## config.mk

```make
export PLATFORM = sky130hd
export DESIGN_NAME = lvda_top
export DESIGN_NICKNAME = d
export VERILOG_FILES = /design/src/hw/lvda_pkg.sv /design/src/hw/lvda_top.sv /design/src/hw/lvda_addr_decode.sv /design/src/hw/lvda_int_countdown.sv /design/src/hw/lvda_credit_fifo.sv /design/src/hw/lvda_timing.sv
export VERILOG_INCLUDE_DIRS = /design/src /design/src/hw
export SDC_FILE = /design/constraint.sdc
export NUM_CORES = 1
export LEC_CHECK = 0
export ABC_AREA = 1
export BUFFER_PORTS_ARGS = -buffer_cell sky130_fd_sc_hd__clkbuf_2
export CAP_MARGIN = 25
export CELL_PAD_IN_SITES_DETAIL_PLACEMENT = 1
export CELL_PAD_IN_SITES_GLOBAL_PLACEMENT = 1
export CORE_UTILIZATION = 40
export CTS_CLUSTER_DIAMETER = 100
export CTS_CLUSTER_SIZE = 20
export DETAILED_ROUTE_END_ITERATION = 7
export HOLD_SLACK_MARGIN = 0.12
export PLACE_DENSITY_LB_ADDON = 0.1
export SLEW_MARGIN = 25
export SYNTH_ARGS = -nofsm -noshare
export SYNTH_HDL_FRONTEND = slang
export SYNTH_HIERARCHICAL = 1
export SYNTH_SLANG_ARGS = --single-unit
```

## constraint.sdc

```tcl
create_clock -name sim_clk -period 3.5 [get_ports sim_clk]
set_clock_uncertainty 0.15 [all_clocks]
set_input_delay 0.175 -clock sim_clk [delete_from_list [all_inputs] [get_ports sim_clk]]
set_output_delay 0.175 -clock sim_clk [all_outputs]
set_load 0.005 [all_outputs]
```

## src/hw/lvda_defs.svh

```systemverilog
`ifndef LVDA_DEFS_SVH
`define LVDA_DEFS_SVH

// widths
`define LVDA_WORD_W 26
`define LVDA_ADDR_W 9
`define LVDA_INT_W 8

// buffer depths and credits
`define LVDA_CMD_DEPTH 4
`define LVDA_RSP_DEPTH 4
`define LVDA_RSP_CREDITS 2

`define LVDA_PHASE_DIV 8

// register map
`define LVDA_ADDR_DISC_OUT 9'h040
`define LVDA_ADDR_DISC_IN 9'h041
`define LVDA_ADDR_CNT_LOAD 9'h050
`define LVDA_ADDR_CNT_READ 9'h051
`define LVDA_ADDR_INT_READ 9'h060
`define LVDA_ADDR_INT_MASK 9'h061

`endif
```

## src/hw/lvda_pkg.sv

```systemverilog
`default_nettype none

`include "lvda_defs.svh"

package lvda_pkg;

    typedef logic [`LVDA_WORD_W-1:0] lvda_word_t;
    typedef logic [`LVDA_ADDR_W-1:0] lvda_addr_t;
    typedef logic [`LVDA_INT_W-1:0] lvda_int_t; // bit 7 is the timer

    typedef struct packed {
        logic       write;
        lvda_addr_t addr;
        lvda_word_t data;
    } lvda_cmd_t;

    typedef struct packed {
        lvda_word_t data;
        logic       err;
    } lvda_rsp_t;

    typedef enum logic [2:0] {
        OP_DISC_OUT,
        OP_DISC_IN,
        OP_CNT_LOAD,
        OP_CNT_READ,
        OP_INT_READ,
        OP_INT_MASK,
        OP_INVALID
    } lvda_op_e;

endpackage

`default_nettype wire

```

## src/hw/lvda_top.sv

```systemverilog
`default_nettype none

`include "lvda_defs.svh"

module lvda_top (
    input  wire logic                 sim_clk,
    input  wire logic                 rst,
    input  wire logic                 cmd_valid,
    input  wire logic                 cmd_write,
    input  wire lvda_pkg::lvda_addr_t cmd_addr,
    input  wire lvda_pkg::lvda_word_t cmd_data,
    output logic                      cmd_credit,
    output logic                      rsp_valid,
    output lvda_pkg::lvda_word_t      rsp_data,
    output logic                      rsp_err,
    input  wire logic                 rsp_credit,
    input  wire lvda_pkg::lvda_word_t disc_in,
    output lvda_pkg::lvda_word_t      disc_out,
    input  wire lvda_pkg::lvda_int_t  int_req,
    output logic                      int_line
);

    import lvda_pkg::*;

    logic       phase_tick;
    logic [2:0] bit_time;
    lvda_cmd_t  cmd_in;
    lvda_cmd_t  cmd_head;
    logic       cmd_empty;
    logic       cmd_full;
    logic       cmd_pop;
    logic       rsp_push;
    lvda_rsp_t  rsp_push_data;
    lvda_rsp_t  rsp_head;
    logic       rsp_full;
    logic       rsp_empty;
    logic       rsp_pop;
    logic       cnt_load;
    lvda_word_t load_value;
    logic       int_read;
    logic       mask_write;
    lvda_word_t cnt_value;
    lvda_int_t  int_pending;

    assign cmd_in     = '{write: cmd_write, addr: cmd_addr, data: cmd_data};
    assign cmd_credit = cmd_pop; // credit back as each command leaves

    lvda_timing u_timing (
        .sim_clk    (sim_clk),
        .rst        (rst),
        .phase_tick (phase_tick),
        .bit_time   (bit_time)
    );

    lvda_credit_fifo #(
        .DEPTH     (`LVDA_CMD_DEPTH),
        .payload_t (lvda_cmd_t)
    ) u_cmd_buf (
        .sim_clk   (sim_clk),
        .rst       (rst),
        .push      (cmd_valid),
        .push_data (cmd_in),
        .pop       (cmd_pop),
        .head      (cmd_head),
        .empty     (cmd_empty),
        .full      (cmd_full)
    );

    lvda_credit_fifo #(
        .DEPTH     (`LVDA_RSP_DEPTH),
        .payload_t (lvda_rsp_t)
    ) u_rsp_buf (
        .sim_clk   (sim_clk),
        .rst       (rst),
        .push      (rsp_push),
        .push_data (rsp_push_data),
        .pop       (rsp_pop),
        .head      (rsp_head),
        .empty     (rsp_empty),
        .full      (rsp_full)
    );

    lvda_int_countdown u_int_cnt (
        .sim_clk     (sim_clk),
        .rst         (rst),
        .phase_tick  (phase_tick),
        .cnt_load    (cnt_load),
        .load_value  (load_value),
        .int_read    (int_read),
        .mask_write  (mask_write),
        .int_req     (int_req),
        .cnt_value   (cnt_value),
        .int_pending (int_pending),
        .int_line    (int_line)
    );

    lvda_addr_decode u_decode (
        .sim_clk       (sim_clk),
        .rst           (rst),
        .phase_tick    (phase_tick),
        .bit_time      (bit_time),
        .cmd_head      (cmd_head),
        .cmd_empty     (cmd_empty),
        .cmd_pop       (cmd_pop),
        .rsp_push      (rsp_push),
        .rsp_push_data (rsp_push_data),
        .rsp_full      (rsp_full),
        .rsp_head      (rsp_head),
        .rsp_empty     (rsp_empty),
        .rsp_pop       (rsp_pop),
        .rsp_credit    (rsp_credit),
        .rsp_valid     (rsp_valid),
        .rsp_data      (rsp_data),
        .rsp_err       (rsp_err),
        .disc_in       (disc_in),
        .disc_out      (disc_out),
        .cnt_load      (cnt_load),
        .load_value    (load_value),
        .int_read      (int_read),
        .mask_write    (mask_write),
        .cnt_value     (cnt_value),
        .int_pending   (int_pending)
    );

endmodule

`default_nettype wire

```

## src/hw/lvda_addr_decode.sv

```systemverilog
`default_nettype none

`include "lvda_defs.svh"

module lvda_addr_decode (
    input  wire logic                 sim_clk,
    input  wire logic                 rst,
    input  wire logic                 phase_tick,
    input  wire logic [2:0]           bit_time,
    input  wire lvda_pkg::lvda_cmd_t  cmd_head,
    input  wire logic                 cmd_empty,
    output logic                      cmd_pop,
    output logic                      rsp_push,
    output lvda_pkg::lvda_rsp_t       rsp_push_data,
    input  wire logic                 rsp_full,
    input  wire lvda_pkg::lvda_rsp_t  rsp_head,
    input  wire logic                 rsp_empty,
    output logic                      rsp_pop,
    input  wire logic                 rsp_credit,
    output logic                      rsp_valid,
    output lvda_pkg::lvda_word_t      rsp_data,
    output logic                      rsp_err,
    input  wire lvda_pkg::lvda_word_t disc_in,
    output lvda_pkg::lvda_word_t      disc_out,
    output logic                      cnt_load,
    output lvda_pkg::lvda_word_t      load_value,
    output logic                      int_read,
    output logic                      mask_write,
    input  wire lvda_pkg::lvda_word_t cnt_value,
    input  wire lvda_pkg::lvda_int_t  int_pending
);

    import lvda_pkg::*;

    localparam int CRD_W = $clog2(`LVDA_RSP_CREDITS + 1);
    localparam int LOW_W = `LVDA_WORD_W - 3;

    lvda_op_e         op;
    logic             exec;
    logic             read_only;
    lvda_rsp_t        rsp_next;
    logic [CRD_W-1:0] rsp_cnt;

    always_comb begin
        case (cmd_head.addr)
            `LVDA_ADDR_DISC_OUT: op = OP_DISC_OUT;
            `LVDA_ADDR_DISC_IN:  op = OP_DISC_IN;
            `LVDA_ADDR_CNT_LOAD: op = OP_CNT_LOAD;
            `LVDA_ADDR_CNT_READ: op = OP_CNT_READ;
            `LVDA_ADDR_INT_READ: op = OP_INT_READ;
            `LVDA_ADDR_INT_MASK: op = OP_INT_MASK;
            default:             op = OP_INVALID;
        endcase
    end

    assign read_only = (op == OP_DISC_IN) || (op == OP_CNT_READ) || (op == OP_INT_READ);

    // one command per strobe, held off while the response side is full
    assign exec    = phase_tick & ~cmd_empty & ~rsp_full;
    assign cmd_pop = exec;

    assign cnt_load   = exec & cmd_head.write & (op == OP_CNT_LOAD);
    assign mask_write = exec & cmd_head.write & (op == OP_INT_MASK);
    assign int_read   = exec & ~cmd_head.write & (op == OP_INT_READ);
    assign load_value = cmd_head.data;

    always_comb begin
        rsp_next.data = '0;
        rsp_next.err  = 1'b0;
        if (op == OP_INVALID || (cmd_head.write && read_only)) begin
            rsp_next.err = 1'b1;
        end else if (!cmd_head.write) begin
            case (op)
                OP_DISC_OUT: rsp_next.data = disc_out;
                OP_DISC_IN:  rsp_next.data = {bit_time, disc_in[LOW_W-1:0]};
                OP_CNT_LOAD,
                OP_CNT_READ: rsp_next.data = cnt_value;
                OP_INT_READ: rsp_next.data = lvda_word_t'(int_pending);
                default:     ; // mask is write-only, reads back zero
            endcase
        end
    end

    always_ff @(posedge sim_clk) begin
        if (rst) begin
            disc_out <= '0;
            rsp_push <= 1'b0;
        end else begin
            rsp_push <= exec; // lands one cycle after execute
            if (exec && cmd_head.write && op == OP_DISC_OUT) begin
                disc_out <= cmd_head.data;
            end
        end
    end

    always_ff @(posedge sim_clk) begin
        if (exec) begin
            rsp_push_data <= rsp_next;
        end
    end

    // response credits held toward the host
    assign rsp_pop   = ~rsp_empty & (rsp_cnt != '0);
    assign rsp_valid = rsp_pop;
    assign rsp_data  = rsp_head.data;
    assign rsp_err   = rsp_head.err;

    always_ff @(posedge sim_clk) begin
        if (rst) begin
            rsp_cnt <= CRD_W'(`LVDA_RSP_CREDITS);
        end else begin
            case ({rsp_credit, rsp_pop})
                2'b10:   rsp_cnt <= rsp_cnt + CRD_W'(1);
                2'b01:   rsp_cnt <= rsp_cnt - CRD_W'(1);
                default: ;
            endcase
        end
    end

endmodule

`default_nettype wire

```

## src/hw/lvda_int_countdown.sv

```systemverilog
`default_nettype none

`include "lvda_defs.svh"

module lvda_int_countdown (
    input  wire logic                sim_clk,
    input  wire logic                rst,
    input  wire logic                phase_tick,
    input  wire logic                cnt_load,
    input  wire lvda_pkg::lvda_word_t load_value,
    input  wire logic                int_read,
    input  wire logic                mask_write,
    input  wire lvda_pkg::lvda_int_t  int_req,
    output lvda_pkg::lvda_word_t     cnt_value,
    output lvda_pkg::lvda_int_t      int_pending,
    output logic                     int_line
);

    import lvda_pkg::*;

    localparam int TIMER_BIT = `LVDA_INT_W - 1;

    lvda_word_t cnt_q;
    lvda_int_t  latch_q;
    lvda_int_t  mask_q;
    lvda_int_t  int_set;
    lvda_int_t  int_clr;
    logic       timer_fire;

    assign cnt_value   = cnt_q;
    assign int_pending = latch_q & mask_q;
    assign int_line    = |int_pending;

    // step from 1 to 0 on a strobe, unless a reload wins
    assign timer_fire = phase_tick & ~cnt_load & (cnt_q == lvda_word_t'(1));

    always_comb begin
        int_set            = int_req;
        int_set[TIMER_BIT] = timer_fire; // top bit is internal only
    end

    // only what the host saw gets cleared
    assign int_clr = int_read ? int_pending : '0;

    always_ff @(posedge sim_clk) begin
        if (rst) begin
            cnt_q <= '0;
        end else if (cnt_load) begin
            cnt_q <= load_value;
        end else if (phase_tick && cnt_q != '0) begin
            cnt_q <= cnt_q - lvda_word_t'(1);
        end
    end

    always_ff @(posedge sim_clk) begin
        if (rst) begin
            latch_q <= '0;
        end else begin
            latch_q <= (latch_q & ~int_clr) | int_set; // new request beats the clear
        end
    end

    always_ff @(posedge sim_clk) begin
        if (rst) begin
            mask_q <= '1;
        end else if (mask_write) begin
            mask_q <= load_value[`LVDA_INT_W-1:0];
        end
    end

endmodule

`default_nettype wire

```

## src/hw/lvda_credit_fifo.sv

```systemverilog
`default_nettype none

module lvda_credit_fifo #(
    parameter int  DEPTH     = 4,
    parameter type payload_t = logic
) (
    input  wire logic     sim_clk,
    input  wire logic     rst,
    input  wire logic     push,
    input  wire payload_t push_data,
    input  wire logic     pop,
    output payload_t      head,
    output logic          empty,
    output logic          full
);

    localparam int PTR_W = (DEPTH > 1) ? $clog2(DEPTH) : 1;
    localparam int CNT_W = $clog2(DEPTH + 1);
    localparam logic [PTR_W-1:0] PTR_LAST = PTR_W'(DEPTH - 1);

    payload_t         mem [DEPTH];
    logic [PTR_W-1:0] wr_ptr;
    logic [PTR_W-1:0] rd_ptr;
    logic [CNT_W-1:0] count;
    logic             do_push;
    logic             do_pop;

    assign do_push = push & ~full;
    assign do_pop  = pop & ~empty;
    assign empty   = (count == '0);
    assign full    = (count == CNT_W'(DEPTH));
    assign head    = mem[rd_ptr];

    always_ff @(posedge sim_clk) begin
        if (do_push) begin
            mem[wr_ptr] <= push_data;
        end
    end

    always_ff @(posedge sim_clk) begin
        if (rst) begin
            wr_ptr <= '0;
            rd_ptr <= '0;
            count  <= '0;
        end else begin
            if (do_push) begin
                wr_ptr <= (wr_ptr == PTR_LAST) ? '0 : wr_ptr + PTR_W'(1);
            end
            if (do_pop) begin
                rd_ptr <= (rd_ptr == PTR_LAST) ? '0 : rd_ptr + PTR_W'(1);
            end
            case ({do_push, do_pop})
                2'b10:   count <= count + CNT_W'(1);
                2'b01:   count <= count - CNT_W'(1);
                default: ; // both or neither keeps occupancy
            endcase
        end
    end

endmodule

`default_nettype wire

```

## src/hw/lvda_timing.sv

```systemverilog
`default_nettype none

`include "lvda_defs.svh"

module lvda_timing (
    input  wire logic       sim_clk,
    input  wire logic       rst,
    output logic            phase_tick,
    output logic [2:0]      bit_time
);

    localparam int DIV_W = $clog2(`LVDA_PHASE_DIV);
    localparam logic [DIV_W-1:0] DIV_LAST = DIV_W'(`LVDA_PHASE_DIV - 1);

    logic [DIV_W-1:0] div_cnt;
    logic             div_wrap;

    assign div_wrap = (div_cnt == DIV_LAST);

    always_ff @(posedge sim_clk) begin
        if (rst) begin
            div_cnt    <= '0;
            phase_tick <= 1'b0;
            bit_time   <= '0;
        end else begin
            phase_tick <= div_wrap; // one strobe per divider period
            if (div_wrap) begin
                div_cnt  <= '0;
                bit_time <= bit_time + 3'd1;
            end else begin
                div_cnt <= div_cnt + DIV_W'(1);
            end
        end
    end

endmodule

`default_nettype wire

```

Yosys cells after proc, flatten, opt, wreduce, memory -nomap -nowiden:

Memory sizes are Yosys's and may differ from the RTL's. A register that Yosys moved wholly into a read port is not among the register bits.
Cells that the tools add are included.

* bits in registers: 119
* latch bits: 0
* RAM bits: 252
* bits in read-only memories: 0
* input port bits: 74
* output and inout port bits: 56
* word-level logic and storage cells: 123
* memories: 2

Memory list
* u_cmd_buf.mem: depth 4, width 36, read ports 1, clocked after Yosys merged registers in 1, wr ports 1, line lvda_credit_fifo.sv:21 `payload_t mem [DEPTH];`
* u_rsp_buf.mem: depth 4, width 27, read ports 1, clocked after Yosys merged registers in 1, wr ports 1, line lvda_credit_fifo.sv:21

* add/sub/neg operators: 13
* $mul: 0
* div/mod/pow operators: 0
* magnitude comparators: 0
* equal/unequal tests: 26
* shift operators: 0
* multiplexer cells: 21
* bitwise operators: 24
* reduce and logical (&&, ||, !) cells: 20

Operators by type and width (count)
* case mux 26 bit (4 select lines): 1
* == test 9 x 7 -> 1 bit, second input constant: 6
* two-way mux 26 bit: 2
* == test 26 x 1 -> 1 bit, second input constant: 1
* nonzero test 26 bit: 1
* subtractor 26 x 1 -> 26 bit, second input constant: 1
* == test 3 bit, second input constant: 6
* case mux 3 bit (6 select lines): 1
* bitwise AND 8 bit: 2
* two-way mux 2 bit: 8
* bitwise AND 1 bit: 14
* == test 2 bit, second input constant: 7
* adder 3 x 1 -> 3 bit, second input constant: 4
* case mux 3 bit (2 select lines): 2
* adder 2 x 1 -> 2 bit, second input constant: 5
* nonzero test 2 bit: 5
* zero test 3 bit: 3
* two-way mux 8 bit: 1
* NOT 8 bit: 1
* OR 8 bit: 1
* OR reduction 8 bit: 1
* == test 2 x 1 -> 1 bit, second input constant: 3
* == test 3 x 2 -> 1 bit, second input constant: 2
* NOT 1 bit: 6
* 8 further kinds: 20

Depth between registers and ports, before layout:

Gate-level depths: netlist (run 1).

* word-level depth: 10
* gate-level depth with buffers: 20
* mapped depth without buffers: 17

Hierarchy:

Netlist (run 1), hierarchy kept.

Modules (own cells, without submodules)
* lvda_credit_fifo (u_cmd_buf): times used 1, cells each 420, area an instance 5879.4 um^2, seq. area each 4504.3 um^2
* lvda_credit_fifo (u_rsp_buf): times used 1, cells each 333, area an instance 4559.4 um^2, seq. area each 3423.3 um^2
* lvda_addr_decode: times used 1, cells each 482, area an instance 3626.0 um^2, seq. area each 1391.3 um^2
* lvda_int_countdown: times used 1, cells each 419, area an instance 2596.2 um^2, seq. area each 840.8 um^2
* lvda_timing: times used 1, cells each 32, area an instance 272.8 um^2, seq. area each 140.1 um^2

Worst setup path before layout (run 1):

OpenSTA, ideal clock, no wires.

* path type: reg2reg
* from: register (tool-made name)
* to: register u_int_cnt.cnt_q[23] (netlist: u_int_cnt/cnt_value[23])
* setup time: 0.110 ns
* arrival: 2.576 ns
* data required time: 3.240 ns
* slack: 0.664 ns
* cell stages (with the launch flop): 20
* cells stage by stage: dfxtp_1 > buf_6 > inv_4 > buf_2 > o21ai_1 > o22ai_1 > inv_1 > nand3_1 > nor2_4 > buf_2 > nor4_1 > buf_2 > inv_1 > nand2_1 > nor2_2 > buf_2 > nand3_1 > nand3_1 > nand2_1 > inv_1

RTL lines
* end signal, assigned: line lvda_int_countdown.sv:49 `cnt_q <= load_value;`
* end signal, assigned: line lvda_int_countdown.sv:51 `cnt_q <= cnt_q - lvda_word_t'(1);`
* end, declared: line lvda_int_countdown.sv:23 `lvda_word_t cnt_q;`

==> results.md, run 1 <==
* Chip height at slightly above 200 microns
* Wire length per cell at slightly below 20 microns
* CTS tree: yes
* Port Buffers at 125
* CTS root buf: clkbuf_16
* Final hold violations at 0
* Num CTS Buffers at 22
* YS warnings at 6
* Vias per cell at slightly above 5
* Mapped Nets at between 1,500 and 2,000
* Gr ovfl total at 0
* Req. time, crit path at roughly 3.8 ns
* Register area at about 10,000 sq um
* Tot GR Track Use at 0.2137
* Routed Antenna Nets at 0
* Avg Inst Size Synth at between 10 and 15 sq um
* Global-route wire length before repair at 71,680 microns
* Vias in the first global route at approximately 13,000
* Leakage at between 7 and 8 nW
* Slowest stage cell, crit path: dlygate4sd3_1
* Fin crit share at 0.9066
* Design Power at 7.959 mW
* IO Pins at 130
* CP arrival at about 3.5 ns
* Max-Slew Margin vs Limit at 0.3919
* Setup slack after layout at between 0.3 and 0.4 ns
* Max Freq at between 300 and 400 MHz
* Critical Path End Type: flip-flop
* Area Growth Syn to Fin at 12.62%
* Initial antenna violation count at 1
* Hold crit path type: in2reg
* Status: complete, no violations
* Worst R2R Path Depth at 13
* Clock net sink count at 375
* Fin crit period at between 3 and 4 ns
* Pin count of the biggest net entering global routing at 55
* RD Place Congestion at between 0.8 and 0.9
* Final wirelength at 45,880 microns
* Layout cells sized above 1 at 0.1359
* Postcts setup bufs at 0
* CP Launch Type: flip-flop
* Num rows at 75
* Area occupied by multi-input gates at roughly 5200 sq um
* Worst-Skew Late Latency at between 0.5 and 0.6 ns
* Mapped cell area at approximately 17,000 sq um
* Placed Area at 17,660 sq um
* RR Endpoint: u_int_cnt/latch_q[3]
* Final setup viols at 0
* Final cell count without fillers at 2,372
* Clk buf depth at 3
* Starting Density at 0.4045
* Post-Place Setup Slack at 0.3918 ns
* Total iterations of the first detailed-routing run at 5
* Placed cells at 2,256
* DRC violations left at 0
* Die ar. at approximately 43,000 sq um
* Clock-pin slew on the worst setup and hold paths at ~0.090 ns
* Crit Path Class: reg2reg
* Routed vias at between 10,000 and 15,000
* Crit-path cells: buf_4 -> o21ai_1 -> o22ai_2 -> inv_1 -> nor2_1 -> nand2_1 -> nor2_2 -> nand2_1 -> nor3_1 -> inv_1 -> o21ai_0 -> a21oi_1 -> dlygate4sd3_1
* Cells after Synth at between 1,500 and 2,000
* Peak VDD IR at 0.5053 mV
* Pwr Density at 417.4 nW/um^2
* Reg2Reg Setup Slack at 0.33 ns
* Slew Viols, Final at 0
* CTS H-tree depth at 1
* Core ar. at approximately 42,000 sq um
* Post-route cell area at between 15,000 and 20,000 sq um
* Setup TNS at 0 ns
* Critical path's largest stage delay at slightly below 0.6 ns
* RSZ-0062 raised after global routing: no
* Max-capacitance violation count at 0
* Fill cells at 4,693
* Die W at 207.7 microns
* DRT iter0 DRCs at between 500 and 600
* Least-Margin Pin Slew at 0.9111 ns
* Critical Path End: u_int_cnt/latch_q[3]
* Detailed Place HPWL at about 32,000 microns
* Crit Path Max Fanout at 13
* Final #Nets at roughly 1,900
==> report_power, final <==
group | total [mW] | switching, mW | leakage (nW) | internal (mW)
Combinational | 0.427 | 0.277 | 3.62 | 0.150
Sequential | 4.87 | 0.0277 | 3.31 | 4.84
Clock | 2.67 | 1.43 | 0.309 | 1.24
Total | 7.96 | 1.73 | 7.25 | 6.23
==> routing by layer <==
layer  up-vias  GRT usage  routed length, microns
met5         -          0                       0
met4         0    0.04853                     901
met3        44    0.02708                    1458
met2       174     0.3722                   22360
met1      5928     0.2839                   21160
li1       6001          -                       -
==> worst min-delay path by stage <==
| stage | startpoint | to | slack, ns | depth (start not counted) |
|---|---|---|---|---|
| floorplan | rst | u_timing/phase_tick | 0.1 | 1 |
| global placement | cmd_data[1] | u_cmd_buf/mem[1][1] | 0.24 | 1 |
| detailed placement | cmd_addr[8] | u_cmd_buf/mem[3][34] | 0.25 | 1 |
| CTS | cmd_data[7] | u_cmd_buf/mem[2][7] | 0.20 | 2 |
| global route | cmd_data[10] | u_cmd_buf/mem[1][10] | 0.22 | 2 |
| finish | cmd_addr[1] | u_cmd_buf/mem[3][27] | 0.23 | 2 |
==> critical path, delay by kind of cell, from the launching register on <==
family	cells	cell delay, ns
AOI/OAI and AO/OA	4	0.78
and+or+nand+nor	5	0.55
buffers and inverters	4	1.10
DFF	1	0.47
==> cell type report <==
class | count | share of cell area
clock buffers | 38 | 0.03314
repair buffers | 243 | 0.09043
diodes | 1 | 0.0001312
flip-flops and latches | 375 | 0.5405
multi-input cells | 1046 | 0.2738
well taps | 539 | 0.03537
inverters | 128 | 0.02625
clock inverters | 2 | 0.0004593
==> state kept, by name, indices dropped and copies added, names as in the netlist, 3 cells and up, named ones only <==
register	flops
u_cmd_buf/count	3
u_int_cnt/cnt_value	26
u_int_cnt/latch_q	8
u_timing/bit_time	3
u_cmd_buf/mem	144
u_timing/div_cnt	3
u_decode/disc_out	26
u_rsp_buf/mem	108
u_decode/rsp_push_data	27
u_rsp_buf/count	3
u_int_cnt/mask_q	8
==> cell usage in the layout (no fill, tap or decap), drive strengths merged <==
cell and n:
clkinv 3, edfxtp 279, o22ai 63, ha 19, and2 1, clkbuf 163
nand3b 5, nor4 4, a21oi 61, o21ai 155, nor3 6, a31oi 2
a211oi 1, buf 43, nand4 65, inv 127, xnor2 4, a21boi 6
xor2 5, dfxtp 96, dlygate4sd3 75, nand2 233, nand3 87, nor2 324
fa 2, diode 1, o21bai 3
==> repair_timing <==
action,CTS,global route
endpoints found under the setup margin,0,5
gates resized for setup,0,2
hold endpoints to repair,197,0
hold buffers,75,0
==> metrics by stage <==
| stage | util | hold slack, ns |
|---|---|---|
| after global routing | 0.4556 | 0.2231 |
| final | 0.4556 | 0.2344 |
| after detailed placement | 0.4221 | 0.2484 |
| after CTS | 0.4553 | 0.1980 |
| after global placement | 0.4221 | 0.2418 |
| after floorplan | - | 0.09738 |
No activity file was read; power rests on OpenSTA's default activity.
==> inputs of run 2 (changes only) <==
Settings changed: RECOVER_POWER set to 25.
==> results.md, run 2 (synthesis gave the netlist of run 1 again) <==
* CP arrival at roughly 3.5 ns
* Status: complete, no violations
* CP Launch Type: flip-flop
* Core ar. at roughly 42,000 sq um
* Num CTS Buffers at 22
* Starting Density at 0.4045
* Critical Path End Type: flip-flop
* Area Growth Syn to Fin at 12.36%
* Fin crit period at about 3.2 ns
* Peak VDD IR at 0.5037 mV
* Vias in the first global route at about 13,000
* Final hold slack at ~0.28 ns
* Initial antenna violation count at 1
* DRC violations left at 0
* Final #Nets at between 1,500 and 2,000
* Vias per cell at ~5.1
* Req. time, crit path at 3.79 ns
* Clock-pin slew on the worst setup and hold paths at approximately 0.09 ns
* Total iterations of the first detailed-routing run at 7
* CTS root buf: clkbuf_16
* Final wirelength at 45,880 microns
* Max-capacitance violation count at 0
* Most frequent cells in the layout: nor2_1 (295), edfxtp_1 (279), nand2_1 (222), inv_1 (121), dfxtp_1 (94)
* Largest registers: u_cmd_buf/mem: 144 flops, u_rsp_buf/mem: 108 flops, u_decode/rsp_push_data: 27 flops
* Final hold violations at 0
* Detailed Place HPWL at approximately 32,000 microns
* Fill cells at ~4,700
* Num rows at 75
* RSZ-0062 raised after global routing: no
* Sw Pwr at 1.732 mW
* Die W at 207.7 microns
* RD Place Congestion at roughly 0.87
* Largest register FFs at 144
* CTS tree: yes
* Pin count of the biggest net entering global routing at 55
* Crit Path Class: reg2reg
* Least-Margin Pin Slew at 0.9019 ns
* DRT iter0 DRCs at around 530
* Wire length per cell at 19.34 microns
* Comb pwr share at 0.053
* Fin crit share at 0.9077
* Hold Startpoint: cmd_addr[1]
* Routed vias at between 10,000 and 15,000
* Register area at 10,300 sq um
* Seq pwr share at 0.612
* CTS H-tree depth at 1
* Final setup viols at 0
* Global-route wire length before repair at roughly 72,000 microns
* IO Pins at between 100 and 150
* Layout cells sized above 1 at 0.1163
* Share of power burned in the clock network at 0.335
* Placed Area at around 18,000 sq um
* Die ar. at between 40,000 and 50,000 sq um
* Hold crit path type: in2reg
* Port Buffers at 125
* Slew Viols, Final at 0
* Area occupied by multi-input gates at 5220 sq um
* Pwr Density at 418.0 nW/um^2
* Cell internal pwr at between 6 and 7 mW
* Biggest register: u_cmd_buf/mem
* Chip height at approximately 210 microns
* Max Freq at ~310 MHz
* Leakage at between 7 and 8 nW
* Routed Antenna Nets at 0
* Worst-Skew Late Latency at 0.55 ns
* Sw Ratio at 0.2178
* Crit Path Max Fanout at 13
* Tot GR Track Use at 0.2137
* Max-Slew Margin vs Limit at 0.3981
* Clk buf depth at 3
* Post-route cell area at about 19,000 sq um
* Commonest non-fill, non-tap cell in the layout: nor2_1
* Clock net sink count at 375
* Design Power at approximately 8.0 mW
* Gr ovfl total at 0
* Setup TNS at 0 ns
[run 2: routing by layer]
metal	track usage	share of wire
met1	0.2839	0.46
met4	0.04853	0.020
met2	0.3722	0.49
met3	0.02708	0.032
met5	0	0
[run 2: repair_timing]
| item | in CTS | in global routing |
|---|---|---|
| setup endpoints to repair | 0 | 5 |
| gates resized for setup | 0 | 2 |
| hold buffers | 75 | 0 |
| buffers inserted | 0 | 0 |
| hold endpoints to repair | 197 | 0 |
[run 2: final timing paths]
path / cells past startpoint / end / slack [ns]
worst max-delay path: 13 / u_int_cnt/latch_q[3] / 0.32
worst min-delay path: 2 / u_cmd_buf/mem[2][27] / 0.28
worst max register to register: 13 / u_int_cnt/latch_q[3] / 0.32
worst min register to register: 1 / u_timing/div_cnt[0] / 0.28
[run 2: cell type report]
class | count | share of cell area
Antenna cell | 1 | 0.0001316
Clock buffer | 38 | 0.03322
Clock inverter | 2 | 0.0004604
Inverter | 128 | 0.02631
Multi-Input combinational cell | 1046 | 0.2744
Sequential cell | 375 | 0.5417
Tap cell | 539 | 0.03545
Timing Repair Buffer | 243 | 0.08827
[run 2: through the flow]
step,worst slack [ns],cells,util
after detailed placement,0.3918,2256,0.4221
final,0.3229,2372,0.4545
after floorplan,0.6641,1685,-
after global placement,0.4812,2256,0.4221
after CTS,0.04952,2371,0.4553
after global routing,0.04493,2372,0.4545
[run 2: worst max-delay path, cell delays in order, from the launching register on]
cell           delay, ns
dfxtp_4             0.48
buf_4               0.18
o21ai_1             0.08
o22ai_2             0.34
inv_1               0.13
nor2_1              0.12
nand2_1             0.07
nor2_2              0.11
nand2_1             0.06
nor3_1              0.18
inv_1               0.20
o21ai_0             0.26
a21oi_1             0.10
dlygate4sd3_1       0.59
[run 2: power by group through the flow]
stage,logic (mW),clock network (mW),registers [mW]
after global routing,0.461,2.89,4.88
after global placement,0.349,0,4.97
final,0.422,2.66,4.87
after CTS,0.430,2.77,4.87
after detailed placement,0.359,0,4.97
after floorplan,0.206,0,4.97
